## src/rtl/sm_dim_pkg.sv

```systemverilog
package sm_dim_pkg;

  // subgraph size limits
  localparam int MAX_NODES = 16;
  localparam int CNT_W     = 5;

  // count table
  localparam int NUM_GROUPS = 8;
  localparam int GRP_W      = 3;

  // queue depths
  localparam int COEF_DEPTH     = 32;
  localparam int DIVIDEND_DEPTH = 32;
  localparam int DIVISOR_DEPTH  = 4;
  localparam int ALPHA_DEPTH    = 32;

  // alpha depth less divider latency less one, so the
  // results still in flight always find room
  localparam int ALPHA_AF_LEVEL = 18;

endpackage

```

## src/rtl/sm_fxp_pkg.sv

```systemverilog
package sm_fxp_pkg;

  // coefficient is an unsigned exponent, 0 to 15
  localparam int COEF_W = 4;

  // weight 2^e
  localparam int EXP_W = 16;

  // one weight plus headroom for a full subgraph
  localparam int SUM_W = EXP_W + $clog2(sm_dim_pkg::MAX_NODES);

  // alpha is 1.ALPHA_FRAC unsigned, truncated
  localparam int ALPHA_FRAC = 12;
  localparam int ALPHA_W    = ALPHA_FRAC + 1;

  // one pipeline stage per quotient bit
  localparam int DIV_LAT = ALPHA_W;

  // sum queue word holds {node count, sum}
  localparam int DIVISOR_W = sm_dim_pkg::CNT_W + SUM_W;

endpackage

```

## src/rtl/fifo_if.sv

```systemverilog
`timescale 1ns/10ps

interface fifo_if #(
  parameter int W = 8
) ();

  // write side
  logic [W-1:0] din;
  logic         wr;
  logic         full;
  logic         afull;

  // read side, first word fall through
  logic [W-1:0] dout;
  logic         empty;
  logic         rd;

  modport producer (output din, output wr, input full, input afull);

  modport consumer (input dout, input empty, output rd);

  modport fifo (
    input  din, input  wr, input  rd,
    output full, output afull, output dout, output empty
  );

endinterface

```

## src/rtl/sync_fifo.sv

```systemverilog
`timescale 1ns/10ps

module sync_fifo #(
  parameter int W        = 8,
  parameter int DEPTH    = 16,
  parameter int AF_LEVEL = 12
) (
  input  logic clk,
  input  logic rst_n,
  fifo_if.fifo f
);

  localparam int PTR_W = (DEPTH > 1) ? $clog2(DEPTH) : 1;
  localparam int OCC_W = $clog2(DEPTH + 1);

  logic [W-1:0]     mem [DEPTH];
  logic [PTR_W-1:0] wr_ptr;
  logic [PTR_W-1:0] rd_ptr;
  logic [OCC_W-1:0] occ;
  logic             do_wr;
  logic             do_rd;

  // writes while full and reads while empty are dropped
  assign do_wr = f.wr && !f.full;
  assign do_rd = f.rd && !f.empty;

  always_ff @(posedge clk) begin
    if (do_wr) begin
      mem[wr_ptr] <= f.din;
    end
  end

  always_ff @(posedge clk or negedge rst_n) begin
    if (!rst_n) begin
      wr_ptr <= '0;
      rd_ptr <= '0;
      occ    <= '0;
    end else begin
      if (do_wr) begin
        wr_ptr <= (wr_ptr == PTR_W'(DEPTH - 1)) ? '0 : wr_ptr + PTR_W'(1);
      end
      if (do_rd) begin
        rd_ptr <= (rd_ptr == PTR_W'(DEPTH - 1)) ? '0 : rd_ptr + PTR_W'(1);
      end
      case ({do_wr, do_rd})
        2'b10:   occ <= occ + OCC_W'(1);
        2'b01:   occ <= occ - OCC_W'(1);
        default: occ <= occ;
      endcase
    end
  end

  // head word shows without a read
  assign f.dout = mem[rd_ptr];

  // flags from occupancy
  assign f.empty = (occ == '0);
  assign f.full  = (occ == OCC_W'(DEPTH));
  assign f.afull = (occ >= OCC_W'(AF_LEVEL));

endmodule

```

## src/rtl/node_count_ram.sv

```systemverilog
`timescale 1ns/10ps

module node_count_ram (
  input  logic                         clk,
  input  logic                         cfg_wr,
  input  logic [sm_dim_pkg::GRP_W-1:0] cfg_addr,
  input  logic [sm_dim_pkg::CNT_W-1:0] cfg_count,
  input  logic [sm_dim_pkg::GRP_W-1:0] grp_addr,
  output logic [sm_dim_pkg::CNT_W-1:0] node_count
);
  import sm_dim_pkg::*;

  logic [CNT_W-1:0] mem [NUM_GROUPS];

  // config port
  always_ff @(posedge clk) begin
    if (cfg_wr) begin
      mem[cfg_addr] <= cfg_count;
    end
  end

  // registered read, write-first on an address match
  always_ff @(posedge clk) begin
    if (cfg_wr && (cfg_addr == grp_addr)) begin
      node_count <= cfg_count;
    end else begin
      node_count <= mem[grp_addr];
    end
  end

endmodule

```

## src/rtl/fxp_div_pipe.sv

```systemverilog
`timescale 1ns/10ps

module fxp_div_pipe (
  input  logic                           clk,
  input  logic                           rst_n,
  input  logic                           valid,
  input  logic [sm_fxp_pkg::EXP_W-1:0]   dividend,
  input  logic [sm_fxp_pkg::SUM_W-1:0]   divisor,
  output logic                           ready,
  output logic [sm_fxp_pkg::ALPHA_W-1:0] quotient
);
  import sm_fxp_pkg::*;

  // Restoring division of (dividend << ALPHA_FRAC) by divisor. The
  // shifted-in fraction zeros come from doubling the remainder at each
  // stage. Needs dividend <= divisor so the quotient fits 1.ALPHA_FRAC.
  for (genvar s = 0; s < DIV_LAT; s++) begin : g_stage
    logic [SUM_W:0]     part;
    logic [SUM_W:0]     diff;
    logic [SUM_W-1:0]   dsr;
    logic [ALPHA_W-1:0] quo;
    logic               vld;
    logic               ge;
    logic [SUM_W-1:0]   rem_r;
    logic [SUM_W-1:0]   dsr_r;
    logic [ALPHA_W-1:0] quo_r;
    logic               vld_r;

    if (s == 0) begin : g_first
      // integer bit decided on the raw dividend
      assign part = {{(SUM_W + 1 - EXP_W){1'b0}}, dividend};
      assign dsr  = divisor;
      assign quo  = '0;
      assign vld  = valid;
    end else begin : g_next
      assign part = {g_stage[s-1].rem_r, 1'b0};
      assign dsr  = g_stage[s-1].dsr_r;
      assign quo  = g_stage[s-1].quo_r;
      assign vld  = g_stage[s-1].vld_r;
    end

    assign diff = part - {1'b0, dsr};
    assign ge   = (part >= {1'b0, dsr});

    always_ff @(posedge clk) begin
      rem_r <= ge ? diff[SUM_W-1:0] : part[SUM_W-1:0];
      dsr_r <= dsr;
      // msb first
      quo_r <= {quo[ALPHA_W-2:0], ge};
    end

    always_ff @(posedge clk or negedge rst_n) begin
      if (!rst_n) begin
        vld_r <= 1'b0;
      end else begin
        vld_r <= vld;
      end
    end
  end

  assign quotient = g_stage[DIV_LAT-1].quo_r;
  assign ready    = g_stage[DIV_LAT-1].vld_r;

endmodule

```

## src/rtl/softmax.sv

```systemverilog
`timescale 1ns/10ps

module softmax (
  input  logic                         clk,
  input  logic                         rst_n,
  fifo_if.consumer                     coef_q,
  output logic [sm_dim_pkg::GRP_W-1:0] grp_addr,
  input  logic [sm_dim_pkg::CNT_W-1:0] node_count,
  fifo_if.producer                     alpha_q
);
  import sm_fxp_pkg::*;
  import sm_dim_pkg::*;

  fifo_if #(.W(EXP_W))     dividend_q ();
  fifo_if #(.W(DIVISOR_W)) divisor_q ();

  logic [EXP_W-1:0]   weight;
  logic [CNT_W-1:0]   node_idx;
  logic [CNT_W-1:0]   count_r;
  logic [CNT_W-1:0]   cur_count;
  logic [SUM_W-1:0]   sum_r;
  logic [GRP_W-1:0]   grp_r;
  logic [GRP_W-1:0]   grp_nxt;
  logic               first_node;
  logic               last_node;
  logic               pop;

  logic [CNT_W-1:0]   div_idx;
  logic [CNT_W-1:0]   div_count;
  logic [SUM_W-1:0]   div_divisor;
  logic               div_last;
  logic               div_valid;
  logic               div_ready;
  logic [ALPHA_W-1:0] div_quotient;

  sync_fifo #(
    .W        (EXP_W),
    .DEPTH    (DIVIDEND_DEPTH),
    .AF_LEVEL (DIVIDEND_DEPTH)
  ) u_dividend_fifo (
    .clk   (clk),
    .rst_n (rst_n),
    .f     (dividend_q)
  );

  sync_fifo #(
    .W        (DIVISOR_W),
    .DEPTH    (DIVISOR_DEPTH),
    .AF_LEVEL (DIVISOR_DEPTH)
  ) u_divisor_fifo (
    .clk   (clk),
    .rst_n (rst_n),
    .f     (divisor_q)
  );

  // exp stage
  assign weight = EXP_W'(1) << coef_q.dout;

  // table count is live on the first node, latched after that
  assign first_node = (node_idx == '0);
  assign cur_count  = first_node ? node_count : count_r;
  assign last_node  = (node_idx + CNT_W'(1) == cur_count);

  // the sum word only needs room on the last node
  assign pop = !coef_q.empty && !dividend_q.full && !(last_node && divisor_q.full);
  assign coef_q.rd = pop;

  // address steps ahead so the next count is ready after the edge
  assign grp_nxt  = (grp_r == GRP_W'(NUM_GROUPS - 1)) ? '0 : grp_r + GRP_W'(1);
  assign grp_addr = (pop && last_node) ? grp_nxt : grp_r;

  always_ff @(posedge clk or negedge rst_n) begin
    if (!rst_n) begin
      node_idx <= '0;
      count_r  <= '0;
      sum_r    <= '0;
      grp_r    <= '0;
    end else if (pop) begin
      if (first_node) begin
        count_r <= node_count;
      end
      if (last_node) begin
        node_idx <= '0;
        sum_r    <= '0;
        grp_r    <= grp_nxt;
      end else begin
        node_idx <= node_idx + CNT_W'(1);
        sum_r    <= sum_r + SUM_W'(weight);
      end
    end
  end

  assign dividend_q.din = weight;
  assign dividend_q.wr  = pop;
  assign divisor_q.din  = {cur_count, sum_r + SUM_W'(weight)};
  assign divisor_q.wr   = pop && last_node;

  // back end, divisor head belongs to the oldest weight
  assign {div_count, div_divisor} = divisor_q.dout;
  assign div_valid = !dividend_q.empty && !divisor_q.empty && !alpha_q.afull;
  assign div_last  = (div_idx + CNT_W'(1) == div_count);

  assign dividend_q.rd = div_valid;
  assign divisor_q.rd  = div_valid && div_last;

  always_ff @(posedge clk or negedge rst_n) begin
    if (!rst_n) begin
      div_idx <= '0;
    end else if (div_valid) begin
      div_idx <= div_last ? '0 : div_idx + CNT_W'(1);
    end
  end

  fxp_div_pipe u_div (
    .clk      (clk),
    .rst_n    (rst_n),
    .valid    (div_valid),
    .dividend (dividend_q.dout),
    .divisor  (div_divisor),
    .ready    (div_ready),
    .quotient (div_quotient)
  );

  // no stall, afull credit keeps room for everything in flight
  assign alpha_q.din = div_quotient;
  assign alpha_q.wr  = div_ready;

endmodule

```

## src/rtl/gat_softmax_top.sv

```systemverilog
`timescale 1ns/10ps

module gat_softmax_top (
  input  logic                           clk,
  input  logic                           rst_n,
  input  logic [sm_fxp_pkg::COEF_W-1:0]  coef_din,
  input  logic                           coef_wr,
  output logic                           coef_full,
  output logic [sm_fxp_pkg::ALPHA_W-1:0] alpha_dout,
  input  logic                           alpha_rd,
  output logic                           alpha_empty,
  input  logic                           cfg_wr,
  input  logic [sm_dim_pkg::GRP_W-1:0]   cfg_addr,
  input  logic [sm_dim_pkg::CNT_W-1:0]   cfg_count
);
  import sm_fxp_pkg::*;
  import sm_dim_pkg::*;

  fifo_if #(.W(COEF_W))  coef_q ();
  fifo_if #(.W(ALPHA_W)) alpha_q ();

  logic [GRP_W-1:0] grp_addr;
  logic [CNT_W-1:0] node_count;

  // coefficient stream in
  assign coef_q.din = coef_din;
  assign coef_q.wr  = coef_wr;
  assign coef_full  = coef_q.full;

  // alpha stream out
  assign alpha_dout  = alpha_q.dout;
  assign alpha_q.rd  = alpha_rd;
  assign alpha_empty = alpha_q.empty;

  sync_fifo #(
    .W        (COEF_W),
    .DEPTH    (COEF_DEPTH),
    .AF_LEVEL (COEF_DEPTH)
  ) u_coef_fifo (
    .clk   (clk),
    .rst_n (rst_n),
    .f     (coef_q)
  );

  node_count_ram u_ncount (
    .clk        (clk),
    .cfg_wr     (cfg_wr),
    .cfg_addr   (cfg_addr),
    .cfg_count  (cfg_count),
    .grp_addr   (grp_addr),
    .node_count (node_count)
  );

  softmax u_softmax (
    .clk        (clk),
    .rst_n      (rst_n),
    .coef_q     (coef_q),
    .grp_addr   (grp_addr),
    .node_count (node_count),
    .alpha_q    (alpha_q)
  );

  sync_fifo #(
    .W        (ALPHA_W),
    .DEPTH    (ALPHA_DEPTH),
    .AF_LEVEL (ALPHA_AF_LEVEL)
  ) u_alpha_fifo (
    .clk   (clk),
    .rst_n (rst_n),
    .f     (alpha_q)
  );

endmodule

```

## config.mk

```make
export PLATFORM = sky130hd
export DESIGN_NAME = gat_softmax_top
export DESIGN_NICKNAME = d
export VERILOG_FILES = /design/src/rtl/sm_dim_pkg.sv /design/src/rtl/sm_fxp_pkg.sv /design/src/rtl/fifo_if.sv /design/src/rtl/sync_fifo.sv /design/src/rtl/node_count_ram.sv /design/src/rtl/fxp_div_pipe.sv /design/src/rtl/softmax.sv /design/src/rtl/gat_softmax_top.sv
export SDC_FILE = /design/constraint.sdc
export NUM_CORES = 2
export LEC_CHECK = 0
export ABC_AREA = 0
export BUFFER_PORTS_ARGS = -buffer_cell sky130_fd_sc_hd__buf_2
export CORE_ASPECT_RATIO = 1.75
export CORE_UTILIZATION = 40
export CTS_BUF_LIST = sky130_fd_sc_hd__clkbuf_2
export CTS_CLUSTER_SIZE = 12
export DETAILED_ROUTE_END_ITERATION = 10
export HOLD_SLACK_MARGIN = 0.06
export PLACE_DENSITY = 0.64
export SYNTH_ARGS = -nofsm -noshare
export SYNTH_HDL_FRONTEND = slang
export SYNTH_SLANG_ARGS = --single-unit
```

## constraint.sdc

```tcl
create_clock -name clk -period 7.33 [get_ports clk]
set_input_delay 0.3665 -clock clk [delete_from_list [all_inputs] [get_ports clk]]
set_output_delay 0.3665 -clock clk [all_outputs]
set_load 0.05 [all_outputs]
```

# Word-level counts from Yosys, hierarchy flattened
# Memory sizes are Yosys's and may differ from the RTL's. A register that Yosys moved wholly into a read port is not among the register bits.
# Cells that the tools add are included.
[classes]
n_shift = 1
muxes = 40
n_eq_ne = 23
addsub = 32
reduce_logical = 35
order_cmp = 14
[ops]
columns = ["op", "n"]
rows = [
  ["$ge A21 B20 Y1", 12],
  ["$mux W20", 12],
  ["$sub A20 B20 Y20", 11],
  ["$mux W5", 9],
  ["$add A5 B1 Y5 const B", 8],
  ["$pmux W6 S2", 3],
  ["$eq A5 B5 Y1 const B", 6],
  ["$add A20 B16 Y20", 1],
  ["$ge A16 B20 Y1", 1],
  ["$sub A16 B20 Y20", 1],
  ["$add A6 B1 Y6 const B", 3],
  ["$eq A6 B6 Y1 const B", 3],
  ["$logic_not A6 Y1", 3],
  ["$sub A6 B1 Y6 const B", 3],
  ["$mux W16", 1],
  ["$shl A1 B4 Y16 const A", 1],
  ["$logic_and A1 B1 Y1", 15],
  ["$eq A2 B2 Y1 const B", 6],
  ["$eq A5 B5 Y1", 2],
  ["$logic_not A1 Y1", 10],
  ["$mux W1", 10],
  ["$eq A2 B1 Y1 const B", 4],
  ["$reduce_bool A2 Y1", 4],
  ["$add A3 B1 Y3 const B", 2],
  ["other kinds (10)", 14],
]
[totals]
elab_cells = 229
ff_bits = 677
mem_count = 5
ram_bits = 1196
in_bits = 17
[mem_list]
columns = ["name", "depth", "width", "rd", "rd_clocked_by_memory_dff", "write_ports", "line_no", "source"]
rows = [
  ["u_softmax.u_dividend_fifo.mem", 32, 16, 1, 0, 1, "sync_fifo.sv:16", "logic [W-1:0] mem [DEPTH];"],
  ["u_alpha_fifo.mem", 32, 13, 1, 0, 1, "sync_fifo.sv:16", ""],
  ["u_coef_fifo.mem", 32, 4, 1, 0, 1, "sync_fifo.sv:16", ""],
  ["u_softmax.u_divisor_fifo.mem", 4, 25, 1, 0, 1, "sync_fifo.sv:16", ""],
  ["u_ncount.mem", 8, 5, 1, 1, 1, "node_count_ram.sv:13", "logic [CNT_W-1:0] mem [NUM_GROUPS];"],
]

# Depth between registers and ports, before layout
[depth]
depth_word = 10
depth_mapped = 21
mapped_depth_nobuf = 19

# By module
# Synthesis repeated with hierarchy kept, for this count alone.
[unflattened]
hier_cells = 5700
area_unflattened_um2 = 80131.9
[modules_own_cells]
columns = ["mod", "instances", "area_each_um2", "seq_area_each_um2", "cells_per_inst"]
rows = [
  ["fxp_div_pipe", 1, 27632.8, 11756.3, 2942],
  ["sync_fifo (u_softmax.u_dividend_fifo)", 1, 20753.7, 15775.1, 991],
  ["sync_fifo (u_alpha_fifo)", 1, 16985.0, 12892.4, 839],
  ["sync_fifo (u_coef_fifo)", 1, 6118.4, 4244.1, 363],
  ["sync_fifo (u_softmax.u_divisor_fifo)", 1, 4108.9, 3178.0, 172],
  ["softmax", 1, 2879.0, 950.9, 320],
  ["node_count_ram", 1, 1654.1, 1261.2, 73],
]

# Worst setup path before layout
# OpenSTA, ideal clock, no wires.
[synth_path]
path_kind = "register to register"
from = "register u_coef_fifo.rd_ptr[0]"
to = "register u_softmax.sum_r[19]"
synth_period_minus_slack_ns = 5.969
slack_ns = 1.361
stages_incl_launch_ff = 18
arrival_ns = 5.848
setup_ns = 0.121
path_cell_list = "dfrtp_1 clkbuf_1 clkbuf_1 mux4_2 mux4_2 mux2i_1 nand2_1 nor2_1 ha_1 a21oi_1 o21ai_0 o41a_1 o41ai_1 o21ai_0 o21a_1 o2111ai_1 xnor2_1 a22o_1"
[synth_between]
elab_chain_cells = 4
[synth_rtl]
columns = ["element", "line_no", "source"]
rows = [
  ["start: declaration", "sync_fifo.sv:18", "logic [PTR_W-1:0] rd_ptr;"],
  ["start signal: assignment", "sync_fifo.sv:43", "rd_ptr <= (rd_ptr == PTR_W'(DEPTH - 1)) ? '0 : rd_ptr + PTR_W'(1);"],
  ["$mem_v2 Z32 W4", "n/a", ""],
  ["$shl A1 B4 Y16", "softmax.sv:57", "assign weight = EXP_W'(1) << coef_q.dout;"],
  ["net u_softmax.dividend_q.din[1]", "fifo_if.sv:8", "logic [W-1:0] din;"],
  ["$add A20 B16 Y20", "n/a", ""],
  ["net u_softmax.divisor_q.din[19]", "fifo_if.sv:8", ""],
  ["$mux W20", "softmax.sv:82", "if (last_node) begin"],
  ["end signal: assignment", "softmax.sv:88", "sum_r <= sum_r + SUM_W'(weight);"],
  ["end: declaration", "softmax.sv:21", "logic [SUM_W-1:0] sum_r;"],
]
# The timed path passes the listed nets, and every way through them passes these cells.
# A chain may end at the register's enable or synchronous reset.

# Worst setup path in the final report
[layout_path]
from = "register u_coef_fifo.rd_ptr[0]"
to = "memory u_softmax.u_divisor_fifo.mem[0][19] in the netlist's numbering, data pin"
[layout_between]
elab_chain_cells = 3
[layout_rtl]
columns = ["element", "line_no", "source"]
rows = [
  ["$mem_v2 Z32 W4", "n/a", ""],
  ["$shl A1 B4 Y16", "softmax.sv:57", ""],
  ["net u_softmax.dividend_q.din[1]", "fifo_if.sv:8", ""],
  ["$add A20 B16 Y20", "softmax.sv:95", "assign divisor_q.din = {cur_count, sum_r + SUM_W'(weight)};"],
  ["net u_softmax.divisor_q.din[19]", "fifo_if.sv:8", ""],
  ["end: declaration", "sync_fifo.sv:16", ""],
]
# The timed path passes the listed nets, and every way through them passes these cells.

==> impl_metrics.env <==
export IMPL_grt_pass1_vias=47900
export IMPL_clkTransAtPathRegs_ns=0.11
export IMPL_setup_viol=0
export IMPL_post_route_min_period_ns=6.26
export IMPL_cpLargestDelayFamily="compound AO/OA/AOI/OAI gates"
export IMPL_drt_wirelength_per_cell_um=20.8
export IMPL_cp_required_ns=8.56
export IMPL_p_total_w=0.0435
export IMPL_rsz0062_at_grt="false"
export IMPL_cpPeakStageDelay_ns=1.14
export IMPL_core_area_mm2=0.193
export IMPL_crit_path_end="u_softmax.u_divisor_fifo.mem[0][19]$_DFFE_PP_"
export IMPL_fin_skew_ns=0.186
export IMPL_drt_first_iter_violations=2270
export IMPL_setup_tns_ns=0
export IMPL_grt_pass1_wl_mm=271
export IMPL_cp_startpoint="u_coef_fifo.rd_ptr[0]$_DFFE_PN0P_"
export IMPL_post_cts_resized=0
export IMPL_grt_start_max_net_pins=77
export IMPL_synth_seq_cells=1876
export IMPL_cp_arrival_ns=7.49
export IMPL_status="finished clean"
export IMPL_final_cell_area_mm2=0.0857
export IMPL_hold_class="flip-flop to flip-flop"
export IMPL_netlist_instances=5242
export IMPL_htree_levels=5
export IMPL_dieArea_mm2=0.196
export IMPL_drc=0
export IMPL_preCtsSetupSlack_ns=1.10
export IMPL_cts_made_buffers=421
export IMPL_synthFlopType="edfxtp_1"
export IMPL_vias_per_cell=5.23
export IMPL_r2r_setup_slack_ns=1.07
export IMPL_synth_edf_count=1196
export IMPL_ys_types=75
export IMPL_tightest_slew_ns=1.23
export IMPL_antenna_found_initial=4
export IMPL_drive_gt1_share_pct=22.9
export IMPL_dieWidth_um=335
export IMPL_worst_slack_ns=1.07
export IMPL_cts_tree="yes"
export IMPL_initial_core_util_pct=40.3
export IMPL_slew_headroom_pct=18.2
export IMPL_peakVddDrop_v=0.000228
export IMPL_ant_nets=0
export IMPL_worst_setup_path_start_kind="flip-flop"
export IMPL_r2r_start="u_coef_fifo.rd_ptr[0]$_DFFE_PN0P_"
export IMPL_synthTopCellsByArea="edfxtp_1, dfxtp_1, mux4_2"
export IMPL_overflow=0
export IMPL_path_buf_inv=1
export IMPL_crit_cells=15
export IMPL_num_vias=44800
export IMPL_ys_async_sr_fraction_pct=5.65
export IMPL_wl_mm=179
export IMPL_worst_path_max_fanout=37
export IMPL_syn_area_per_cell_um2=14.8
export IMPL_clk_insertion_delay_late_ns=1.60
export IMPL_worstRegToRegCells=15
export IMPL_syn_nets=5594
export IMPL_io_buffers=31
export IMPL_pwr_density_cell_mw_per_mm2=507
export IMPL_clk_path_buf_depth=4
export IMPL_io_pins=32
export IMPL_placed_cell_area_mm2=0.0814
export IMPL_chipHeight_um=585
export IMPL_p_leak_nw=32.7
export IMPL_clockRootBuffer="clkbuf_2"
export IMPL_grt_usage_pct=18.2
export IMPL_worst_setup_path_type="flip-flop to flip-flop"
export IMPL_final_hold_viol_count=0
export IMPL_slew_violations=0
export IMPL_yosys_area_top_type="edfxtp_1"
export IMPL_max_freq_mhz=160
export IMPL_yosysSeqAreaShare_pct=64.4
export IMPL_drv_cap=0
export IMPL_layout_area_overhead_vs_synth_pct=10.3
export IMPL_synthesis_area_mm2=0.0777
export IMPL_yosys_area_top_type_share_pct=46.2
export IMPL_reg2reg_to="u_softmax.u_divisor_fifo.mem[0][19]$_DFFE_PP_"
export IMPL_dpl_hpwl_mm=122
export IMPL_finalCritPeriodShare_pct=85.4
export IMPL_row_count=213
export IMPL_crit_chain="mux4_2 -> mux4_2 -> mux2i_1 -> nand2_1 -> nor2_2 -> buf_4 -> ha_1 -> a21oi_1 -> o21ai_0 -> o41a_1 -> o41ai_1 -> o21ai_0 -> o21a_1 -> o2111ai_1 -> xnor2_1"
export IMPL_gp_congestion=0.885
export IMPL_cts_sinks=1876
export IMPL_setup_worst_path_end_class="flip-flop"
export IMPL_yosysWarnings=0
export IMPL_fin_nets=6021
export IMPL_first_pass_iters=6
export IMPL_slowest_stage="dfrtp_2"
==> power breakdown <==
| group | internal (W) | leakage, nW | switching, W |
|---|---|---|---|
| combinational | 0.00881 | 12.7 | 0.0114 |
| sequential | 0.0148 | 17.0 | 0.00194 |
| clock | 0.00255 | 2.92 | 0.00403 |
| total | 0.0262 | 32.7 | 0.0173 |
==> cell usage after synthesis (7+ instances only) <==
library cell / n
ha_1: 318
a211oi_1: 11
nor3_1: 51
clkbuf_1: 107
inv_1: 367
mux2i_1: 19
buf_1: 33
a21boi_0: 8
o21a_1: 43
a21oi_1: 256
nand4b_1: 7
o21bai_1: 18
nor2b_1: 46
fa_1: 17
nand3_1: 55
nand2_1: 229
nand2b_1: 38
nand4_1: 33
dfrtp_1: 106
a221oi_1: 8
a21o_1: 109
o211ai_1: 11
xor2_1: 85
and2_1: 17
o31ai_1: 15
edfxtp_1: 1196
o41ai_1: 8
o22ai_1: 8
buf_2: 7
nor2_1: 377
mux2_2: 136
dfxtp_1: 574
o21ai_0: 217
and3_1: 27
a22o_1: 22
xnor2_1: 142
or3_1: 25
or2_2: 13
mux4_2: 365
a31oi_1: 14
nand3b_1: 12
==> worst register-to-register path, cell delays in order, from the launching register on <==
cell	delay (ns)
dfrtp_2	1.14
mux4_2	0.66
mux4_2	0.52
mux2i_1	0.23
nand2_1	0.23
nor2_2	0.16
buf_4	0.32
ha_1	0.30
a21oi_1	0.17
o21ai_0	0.19
o41a_1	0.38
o41ai_1	0.62
o21ai_0	0.33
o21a_1	0.28
o2111ai_1	0.21
xnor2_1	0.23
==> kinds of logic (layout without fill, tap and decap cells) <==
| group | after synthesis | in the layout | synth area share [%] |
|---|---|---|---|
| muxes | 521 | 521 | 12.8 |
| adders and majority gates | 335 | 335 | 5.56 |
| buffers and inverters | 519 | 1266 | 2.54 |
| DFF | 1876 | 1876 | 64.4 |
| xor gates and xnor gates | 227 | 227 | 2.56 |
| other | 0 | 9 | 0 |
| and+or+nand+nor | 954 | 954 | 5.66 |
| AOI/OAI and AO/OA | 810 | 810 | 6.45 |
==> metrics by stage <==
stage / util [%] / cells / hold slack (ns)
after global placement: 42.2 / 7786 / 0.310
after CTS: 44.5 / 8569 / 0.127
after detailed placement: 42.2 / 7786 / 0.312
after floorplan: - / 5242 / 0.0709
final: 44.5 / 8578 / 0.220
after global routing: 44.5 / 8575 / 0.211
==> metal layers <==
layer	share of wire, %	vias to the layer above	global-route usage (%)	wire [um]
li1	-	20700	-	-
met1	32	22500	16.3	57600
met2	59	1136	37.3	105000
met3	3.9	497	3.00	6940
met4	5.3	2	9.91	9380
met5	0.0050	-	0	9
==> placed cells by master, fill, tap and decap left out, types with 17 or more instances in the layout <==
cell and count:
o21ai_0 215, clkinv_1 95, mux4_2 365, nor2b_1 46, and2_1 17, inv_1 367
a22o_1 22, edfxtp_1 1196, nor2_2 54, or3_1 25, o21bai_1 18, mux2_2 136
fa_1 17, dfrtp_1 97, nand4_1 33, clkinv_2 22, buf_2 30, dlygate4sd3_1 36
xnor2_1 142, ha_1 318, mux2i_1 19, dfxtp_1 574, nand3_1 55, a21oi_1 256
nor2_1 321, and3_1 27, nand2b_1 38, xor2_1 85, buf_4 82, clkbuf_2 599
nand2_1 229, o21a_1 43, a21o_1 109, nor3_1 51
==> area by class of cell <==
type	count	area (um2)
fillers	17300	107000
inverters	368	1380
clock inverters	144	902
repair buffers	155	1270
clock buffers	599	3000
flip-flops and latches	1876	50100
multi-input cells	2847	25900
diodes	9	22.5
well taps	2580	3230
==> sequential cells by signal, summed over array words and instances, names as in the netlist, 10 cells and up, named ones only <==
name                           flops
u_alpha_fifo.mem                 416
u_coef_fifo.mem                  128
u_ncount.mem                      40
u_softmax.sum_r                   20
u_softmax.u_div.g_stage.dsr       20
u_softmax.u_div.g_stage.dsr_r    220
u_softmax.u_div.g_stage.quo       10
u_softmax.u_div.g_stage.quo_r     68
u_softmax.u_div.g_stage.rem_r    240
u_softmax.u_div.g_stage.vld_r     11
u_softmax.u_div.quotient          13
u_softmax.u_dividend_fifo.mem    512
u_softmax.u_divisor_fifo.mem     100
==> how the worst min path moves through the flow <==
stage,startpoint,end,slack (ns),depth (start not counted)
2_1_floorplan,rst_n,u_alpha_fifo.occ[0]$_DFFE_PN0P_,0.07,0
3_3_place_gp,u_softmax.u_div.g_stage[8].quo_r[1]$_DFF_P_,u_softmax.u_div.g_stage[10].quo[2]$_DFF_P_,0.31,0
3_5_place_dp,u_softmax.u_div.g_stage[8].quo_r[8]$_DFF_P_,u_softmax.u_div.g_stage[10].quo[9]$_DFF_P_,0.31,0
4_1_cts,cfg_count[4],u_ncount.mem[5][4]$_DFFE_PP_,0.13,3
5_1_grt,u_softmax.u_div.g_stage[0].dsr_r[18]$_DFF_P_,u_softmax.u_div.g_stage[1].dsr_r[18]$_DFF_P_,0.21,0
6_report,u_softmax.u_div.g_stage[0].dsr_r[17]$_DFF_P_,u_softmax.u_div.g_stage[1].dsr_r[17]$_DFF_P_,0.22,0
==> what timing repair did <==
action                    4_1_cts  5_1_grt
hold endpoints to repair      464        0
setup buffers                   0        0
hold buffers                   40        0
(Power assumes the default switching activity.)
